===== src/game_pkg.sv =====
`default_nettype none

package game_pkg;

	// basic coordinate and counter types
	typedef logic [9:0] pos_t;
	typedef logic [7:0] speed_t;
	typedef logic [15:0] track_t;

	// visible screen area
	localparam int H_DISPLAY = 640;
	localparam int V_DISPLAY = 480;

	localparam pos_t CAR_SIZE = 10'd16;
	// the player car always sits near the bottom of the screen
	localparam pos_t PLAYER_Y = pos_t'(V_DISPLAY - 64);
	localparam pos_t JOY_X_MAX = pos_t'(H_DISPLAY) - CAR_SIZE;
	localparam pos_t JOY_Y_MIN = 10'd16;
	localparam pos_t JOY_Y_MAX = 10'd128;
	localparam pos_t ENEMY_X_MIN = 10'd64;
	localparam pos_t ENEMY_X_MAX = pos_t'(H_DISPLAY - 64);

	// start positions, both cars centered horizontally
	localparam pos_t START_X = pos_t'(H_DISPLAY / 2);
	localparam pos_t ENEMY_Y_INIT = pos_t'(V_DISPLAY / 8);

	localparam speed_t SPEED_INIT = 8'd31;
	localparam speed_t SPEED_CRASH = 8'd16;

	// stage 1 output, target is the joystick y used as wanted speed
	typedef struct packed {
		pos_t player_x;
		pos_t target;
	} player_cmd_t;

	// stage 2 output
	typedef struct packed {
		pos_t player_x;
		pos_t target;
		logic collided;
	} hit_cmd_t;

	// one complete frame result
	typedef struct packed {
		pos_t player_x;
		pos_t enemy_x;
		pos_t enemy_y;
		speed_t speed;
		track_t track_pos;
		logic collided;
	} game_state_t;

endpackage

`default_nettype wire


===== src/collision_detector.sv =====
`timescale 1ns/1ps
`default_nettype none

module collision_detector (
	input wire logic clk100hz,
	input wire logic reset,
	input game_pkg::player_cmd_t cmd,
	input wire logic cmd_valid,
	input game_pkg::pos_t enemy_x,
	input game_pkg::pos_t enemy_y,
	output game_pkg::hit_cmd_t hit,
	output logic hit_valid
);

	game_pkg::pos_t dist_x;
	game_pkg::pos_t dist_y;
	logic overlap;

	function automatic game_pkg::pos_t abs_diff(input game_pkg::pos_t a, input game_pkg::pos_t b);
		return (a >= b) ? a - b : b - a;
	endfunction

	// 16x16 bounding boxes overlap when both distances are under one car
	always_comb
	begin
		dist_x = abs_diff(cmd.player_x, enemy_x);
		dist_y = abs_diff(game_pkg::PLAYER_Y, enemy_y);
		overlap = (dist_x < game_pkg::CAR_SIZE) && (dist_y < game_pkg::CAR_SIZE);
	end

	always_ff @(posedge clk100hz)
	begin
		if (cmd_valid)
			hit <= '{player_x: cmd.player_x, target: cmd.target, collided: overlap};
	end

	always_ff @(posedge clk100hz)
	begin
		if (reset)
			hit_valid <= 1'b0;
		else
			hit_valid <= cmd_valid;
	end

endmodule

`default_nettype wire


===== src/enemy_patrol.sv =====
`timescale 1ns/1ps
`default_nettype none

module enemy_patrol (
	input wire logic clk100hz,
	input wire logic reset,
	input game_pkg::speed_t speed,
	input game_pkg::track_t track_pos,
	input game_pkg::pos_t player_x,
	input wire logic collided,
	input wire logic step_valid,
	output game_pkg::game_state_t state,
	output logic state_valid
);

	// 1 = moving right, 0 = moving left
	logic enemy_dir;
	logic at_edge;
	logic next_dir;

	// the enemy position lives in the state register itself
	assign at_edge = (state.enemy_x == game_pkg::ENEMY_X_MIN) ||
		(state.enemy_x == game_pkg::ENEMY_X_MAX);
	assign next_dir = enemy_dir ^ at_edge;

	always_ff @(posedge clk100hz)
	begin
		if (reset)
		begin
			enemy_dir <= 1'b0;
			state.player_x <= game_pkg::START_X;
			state.enemy_x <= game_pkg::START_X;
			state.enemy_y <= game_pkg::ENEMY_Y_INIT;
			state.speed <= game_pkg::SPEED_INIT;
			state.track_pos <= '0;
			state.collided <= 1'b0;
		end
		else if (step_valid)
		begin
			enemy_dir <= next_dir;
			state.enemy_x <= next_dir ? state.enemy_x + 10'd1 : state.enemy_x - 10'd1;
			// enemy drifts down with the new speed and wraps at 1024
			state.enemy_y <= state.enemy_y + {6'd0, speed[7:4]};
			state.player_x <= player_x;
			state.speed <= speed;
			state.track_pos <= track_pos;
			state.collided <= collided;
		end
	end

	always_ff @(posedge clk100hz)
	begin
		if (reset)
			state_valid <= 1'b0;
		else
			state_valid <= step_valid;
	end

endmodule

`default_nettype wire


===== src/joy_integrator.sv =====
`timescale 1ns/1ps
`default_nettype none

module joy_integrator (
	input wire logic clk100hz,
	input wire logic reset,
	input wire logic left,
	input wire logic right,
	input wire logic up,
	input wire logic down,
	input wire logic frame_tick,
	output game_pkg::player_cmd_t cmd,
	output logic cmd_valid
);

	// joystick position, moves every cycle a button is held
	game_pkg::pos_t joy_x;
	game_pkg::pos_t joy_y;

	// only one axis steps per cycle, left wins over right over up over down
	always_ff @(posedge clk100hz)
	begin
		if (reset)
		begin
			joy_x <= game_pkg::START_X;
			joy_y <= game_pkg::JOY_Y_MIN;
		end
		else if (left && joy_x != '0)
			joy_x <= joy_x - 10'd1;
		else if (right && joy_x != game_pkg::JOY_X_MAX)
			joy_x <= joy_x + 10'd1;
		else if (up && joy_y != game_pkg::JOY_Y_MIN)
			joy_y <= joy_y - 10'd1;
		else if (down && joy_y != game_pkg::JOY_Y_MAX)
			joy_y <= joy_y + 10'd1;
	end

	// snapshot taken once per frame
	always_ff @(posedge clk100hz)
	begin
		if (frame_tick)
		begin
			cmd.player_x <= joy_x;
			cmd.target <= joy_y;
		end
	end

	always_ff @(posedge clk100hz)
	begin
		if (reset)
			cmd_valid <= 1'b0;
		else
			cmd_valid <= frame_tick;
	end

endmodule

`default_nettype wire


===== src/racing_game_core.sv =====
`timescale 1ns/1ps
`default_nettype none

module racing_game_core (
	input wire logic clk100hz,
	input wire logic reset,
	input wire logic left,
	input wire logic right,
	input wire logic up,
	input wire logic down,
	input wire logic frame_tick,
	output game_pkg::game_state_t game_state,
	output logic state_valid
);

	game_pkg::player_cmd_t cmd;
	logic cmd_valid;
	game_pkg::hit_cmd_t hit;
	logic hit_valid;
	game_pkg::speed_t speed;
	game_pkg::track_t track_pos;
	game_pkg::pos_t player_x;
	logic collided;
	logic step_valid;

	joy_integrator joy_i (
		.clk100hz(clk100hz),
		.reset(reset),
		.left(left),
		.right(right),
		.up(up),
		.down(down),
		.frame_tick(frame_tick),
		.cmd(cmd),
		.cmd_valid(cmd_valid)
	);

	// enemy position comes back from the last finished frame
	collision_detector collide_i (
		.clk100hz(clk100hz),
		.reset(reset),
		.cmd(cmd),
		.cmd_valid(cmd_valid),
		.enemy_x(game_state.enemy_x),
		.enemy_y(game_state.enemy_y),
		.hit(hit),
		.hit_valid(hit_valid)
	);

	speed_governor speed_i (
		.clk100hz(clk100hz),
		.reset(reset),
		.hit(hit),
		.hit_valid(hit_valid),
		.speed(speed),
		.track_pos(track_pos),
		.player_x(player_x),
		.collided(collided),
		.step_valid(step_valid)
	);

	enemy_patrol enemy_i (
		.clk100hz(clk100hz),
		.reset(reset),
		.speed(speed),
		.track_pos(track_pos),
		.player_x(player_x),
		.collided(collided),
		.step_valid(step_valid),
		.state(game_state),
		.state_valid(state_valid)
	);

endmodule

`default_nettype wire


===== src/speed_governor.sv =====
`timescale 1ns/1ps
`default_nettype none

module speed_governor (
	input wire logic clk100hz,
	input wire logic reset,
	input game_pkg::hit_cmd_t hit,
	input wire logic hit_valid,
	output game_pkg::speed_t speed,
	output game_pkg::track_t track_pos,
	output game_pkg::pos_t player_x,
	output logic collided,
	output logic step_valid
);

	// speed chases the joystick target by one per frame
	logic below_target;

	assign below_target = {2'b00, speed} < hit.target;

	always_ff @(posedge clk100hz)
	begin
		if (reset)
		begin
			speed <= game_pkg::SPEED_INIT;
			track_pos <= '0;
		end
		else if (hit_valid)
		begin
			// track advances with the speed from before this frame
			track_pos <= track_pos + {12'd0, speed[7:4]};
			if (hit.collided)
				speed <= game_pkg::SPEED_CRASH;
			else if (below_target)
				speed <= speed + 8'd1;
			else
				speed <= speed - 8'd1;
		end
	end

	// forwarded to the enemy stage with this frame's result
	always_ff @(posedge clk100hz)
	begin
		if (hit_valid)
		begin
			player_x <= hit.player_x;
			collided <= hit.collided;
		end
	end

	always_ff @(posedge clk100hz)
	begin
		if (reset)
			step_valid <= 1'b0;
		else
			step_valid <= hit_valid;
	end

endmodule

`default_nettype wire


===== config.mk =====
export PLATFORM = sky130hd
export DESIGN_NAME = racing_game_core
export DESIGN_NICKNAME = d
export VERILOG_FILES = /design/src/game_pkg.sv /design/src/collision_detector.sv /design/src/enemy_patrol.sv /design/src/joy_integrator.sv /design/src/racing_game_core.sv /design/src/speed_governor.sv
export SDC_FILE = /design/constraint.sdc
export NUM_CORES = 1
export LEC_CHECK = 0
export ABC_CLOCK_PERIOD_IN_PS = 6600
export BUFFER_PORTS_ARGS = -buffer_cell sky130_fd_sc_hd__buf_2
export CORE_MARGIN = 4
export CORE_UTILIZATION = 38
export DETAILED_ROUTE_END_ITERATION = 8
export GPL_ROUTABILITY_DRIVEN = 1
export SYNTH_ARGS = -nofsm -noshare
export SYNTH_HDL_FRONTEND = slang
export SYNTH_SLANG_ARGS = --single-unit
export TNS_END_PERCENT = 10

===== constraint.sdc =====
create_clock -name clk100hz -period 6.6 [get_ports clk100hz]
set_input_delay 0 -clock clk100hz [delete_from_list [all_inputs] [get_ports clk100hz]]
set_output_delay 0 -clock clk100hz [all_outputs]
set_load 0.02 [all_outputs]

==> results by group <==
Run status
  • Status: finished clean

Critical path
  • Crit start category: flip-flop
  • Largest stage delay on the critical path: 380 ps
  • Most frequent cell on the critical path: a21oi_1
  • Data arrival time of the worst path: 3790 ps
  • Buf/Inv on CP: 1
  • CP Data Required Time: 6910 ps
  • Kind of critical path: reg2reg
  • Startpoint of the worst setup timing path: collide_i.hit[2]
  • Crit end category: flip-flop
  • Worst Reg-to-Reg Cells: 15
  • CP Depth: 15
  • Maximum fanout encountered on the critical timing path: 9
  • Cell-by-cell listing of the critical path: inv_1, ha_1, a21o_1, a21oi_1, o211a_1, a21oi_1, and2_1, ha_1, a21o_1, a21oi_1, o21ai_0, o41ai_2, nand4b_1, o211ai_1, o31a_1
  • Reg2Reg Launch Point: collide_i.hit[2]
  • Critical Path Slowest Stage Cell: o41ai_2
  • Family with the most delay on the worst path: compound AO/OA/AOI/OAI gates

Power and ir drop
  • Internal power: 1.78 mW
  • Overall power after layout: 2.41 mW
  • Share of power burned in combinational logic: 0.154
  • Worst vdd ir: 143 µV
  • Clock share of power: 0.389
  • Power spent charging and discharging nets: 633 µW
  • Proportion of total power due to net switching: 0.263
  • Share of power burned in registers: 0.457
  • Static leakage power: 3.63 nW
  • P per Cell Area: 269 mW/mm²

Logic synthesis
  • Simple-gate area share of the yosys netlist: 0.152
  • Post-synth design cell area: 0.00781 mm²
  • Gate count after technology mapping: 783
  • Leading register cell type out of synthesis: dfxtp_1
  • Synth cell count leaders: nor2_1, dfxtp_1, ha_1
  • Cell variety after synth: 65
  • Cell with the most instances after synthesis: nor2_1
  • Yosys warning count: 0
  • Synthesized net count: 856
  • Adder-cell area share of the yosys netlist: 0.111
  • Async set-reset flop share out of synthesis: 0
  • Area fraction in compound gates after synthesis: 0.110
  • Top-area cell type share of the netlist area: 0.267
  • Fraction of the yosys area taken by sequential cells: 0.467
  • Number of enable-type register cells in the synthesized netlist: 52
  • Main combinational cell family by area after synthesis: simple AND/OR/NAND/NOR gates
  • Top cells by area, synth: dfxtp_1, edfxtp_1, ha_1
  • Multiplexer fraction of the synthesized cell area: 0.0659
  • Post-synthesis share of cell area spent on xor and xnor gates: 0.0559
  • Number of flip-flops and latches in the synthesized netlist: 156
  • Cell type contributing the most total cell area after synthesis: dfxtp_1
  • Avg Inst Size Synth: 9.97 µm²

Placed design
  • Global placement routability congestion: 0.800
  • HPWL after detailed placement: 10,900 µm
  • DP Cell Count: 1,094
  • Total of buffers placed on input and output ports: 62
  • Cell area reported after detailed placement: 0.00838 mm²

Clock network
  • Clock edge transition at the registers on the reported setup and hold paths: 60 ps
  • Source-to-sink clock delay at the later pin of the worst-skew pair: 420 ps
  • H-tree lvl count: 4
  • Number of CTS-inserted buffers: 17
  • Clock sink count: 156
  • Deepest clock path buffer count: 2
  • Number of setup buffers added after CTS: 0
  • Count of hold-fix buffers inserted at cts: 0
  • CTS Root Buffer Type: clkbuf_16
  • Number of instances resized during post-cts repair: 0
  • TritonCTS clock tree: done

STA
  • Final critical-path share of the clock period: 0.528
  • RSZ-0062 raised after global routing: no
  • Time the worst path needs with I/O delays and setup: 3490 ps
  • Fmax: 0.287 GHz
  • Final number of hold-violating endpoints: 0
  • Final Slew Violations: 0
  • Number of failing setup endpoints in the final timing report: 0
  • Setup tns final: 0 ps
  • Actual slew at the worst max-slew pin: 1010 ps
  • Max Clock Skew: 6.20 ps
  • Max-slew headroom at the worst pin: 0.323

Global routing
  • Vias in the first global route: 5,143
  • Congestion Overflow GR: 0
  • Global-route wire length before repair: 25,700 µm
  • Initial antenna violation count: 0
  • Pin count of the biggest net entering global routing: 88
  • Total global-route track usage: 0.142

Final layout
  • Storage cell area: 0.00364 mm²
  • Final std cells w/o fill: 1,126
  • Fraction of final layout cells sized beyond drive strength 1: 0.126
  • Number of nets in the final layout: 916
  • Area added between synthesis and finish: 14.7%
  • Post-route cell area: 0.00896 mm²
  • FILL cells: 1,967
  • Diodes inserted: 0
  • Utilization of the core after routing: 0.443
  • Multi-input combinational cell area: 0.00386 mm²

Route
  • Number of nets still failing antenna checks after routing: 0
  • Post-detailed-route wirelength per cell: 13.7 µm
  • Pre-antenna DRT Iters: 4
  • Iter 0 DRT Violations: 291
  • Final routed DRC violation total: 0
  • Avg Vias per Cell: 4.88
  • Routed WL: 15,400 µm
  • Via total after detailed routing: 5,494

Worst hold path
  • Type of the most critical hold path: in2reg
  • Hold Crit Depth: 4
  • Beginning of the worst hold path: left

Run
  • Max capacitance violation total: 0

Floorplanning
  • Die footprint: 0.0229 mm²
  • I/O pin count: 63
  • Number of cell rows: 52
  • Die W: 151 µm
  • Area of the core region: 0.0202 mm²
  • Initial cell density of the core: 0.386
  • Die height: 151 µm
## kinds of logic after synthesis
family	Yosys count
compound gates	129
xor+xnor	49
fa+ha+maj	66
buf+inv	79
flops	156
mux	51
simple gates	253
## power by group through the flow
stage / combinational, mW / clock [mW] / sequential, mW
final: 0.372 / 0.938 / 1.10
after global routing: 0.427 / 1.01 / 1.11
after CTS: 0.375 / 0.961 / 1.10
after detailed placement: 0.373 / 0 / 1.12
after global placement: 0.372 / 0 / 1.12
after floorplan: 0.305 / 0 / 1.11
## routing by layer
metal	routed length, µm	global-route usage
met1	7590	0.191
met2	6880	0.223
met3	648	0.0311
met4	259	0.0539
met5	0	0
## worst paths after layout
path	to	slack (ps)
max reg2reg	speed_i.speed[7]	3110
min reg2reg	collide_i.hit[5]	420
min	joy_i.joy_x[1]	40
max	speed_i.speed[7]	3110
## worst min-delay path: stages
cell,delay [ps]
buf_2,130
o21ai_4,70
fa_1,160
a211oi_1,60
## per-stage QoR
stage | hold slack [ps] | setup slack [ps]
2_1_floorplan | 112 | 3460
3_3_place_gp | 401 | 3210
3_5_place_dp | 405 | 3090
4_1_cts | 24.2 | 3070
5_1_grt | 65.6 | 2770
6_report | 38.8 | 3110
## cell usage in the layout (no fill, tap or decap), drive strengths merged, types with 8 or more instances in the layout
master    n
ha       61
o21a      8
clkbuf   23
nand2    54
mux2i    48
a21oi    42
inv      56
edfxtp   52
xor2     18
nand3    18
nand4     8
nor3     16
nor2b    14
dfxtp   104
xnor2    31
nor2    105
o21ai    30
nand2b    9
buf      65
## final cells by class
class                           count  share of cell area
Sequential cell                   156               0.407
Inverter                           55              0.0231
Timing Repair Buffer               65              0.0372
Multi-Input combinational cell    548               0.431
Clock inverter                      9             0.00936
Clock buffer                       23              0.0546
Tap cell                          270              0.0377
## registers in the layout, summed over array words and instances (netlist names)
signal               flops
collide_i.hit           21
joy_i.joy_y             10
speed_i.player_x        10
speed_i.speed            8
enemy_i.state           55
speed_i.track_pos       16
enemy_i.enemy_dir        1
joy_i.cmd_valid          1
collide_i.hit_valid      1
speed_i.collided         1
speed_i.step_valid       1
joy_i.joy_x             10
enemy_i.state_valid      1
joy_i.cmd               20
Power figures use the tool's default switching activity.
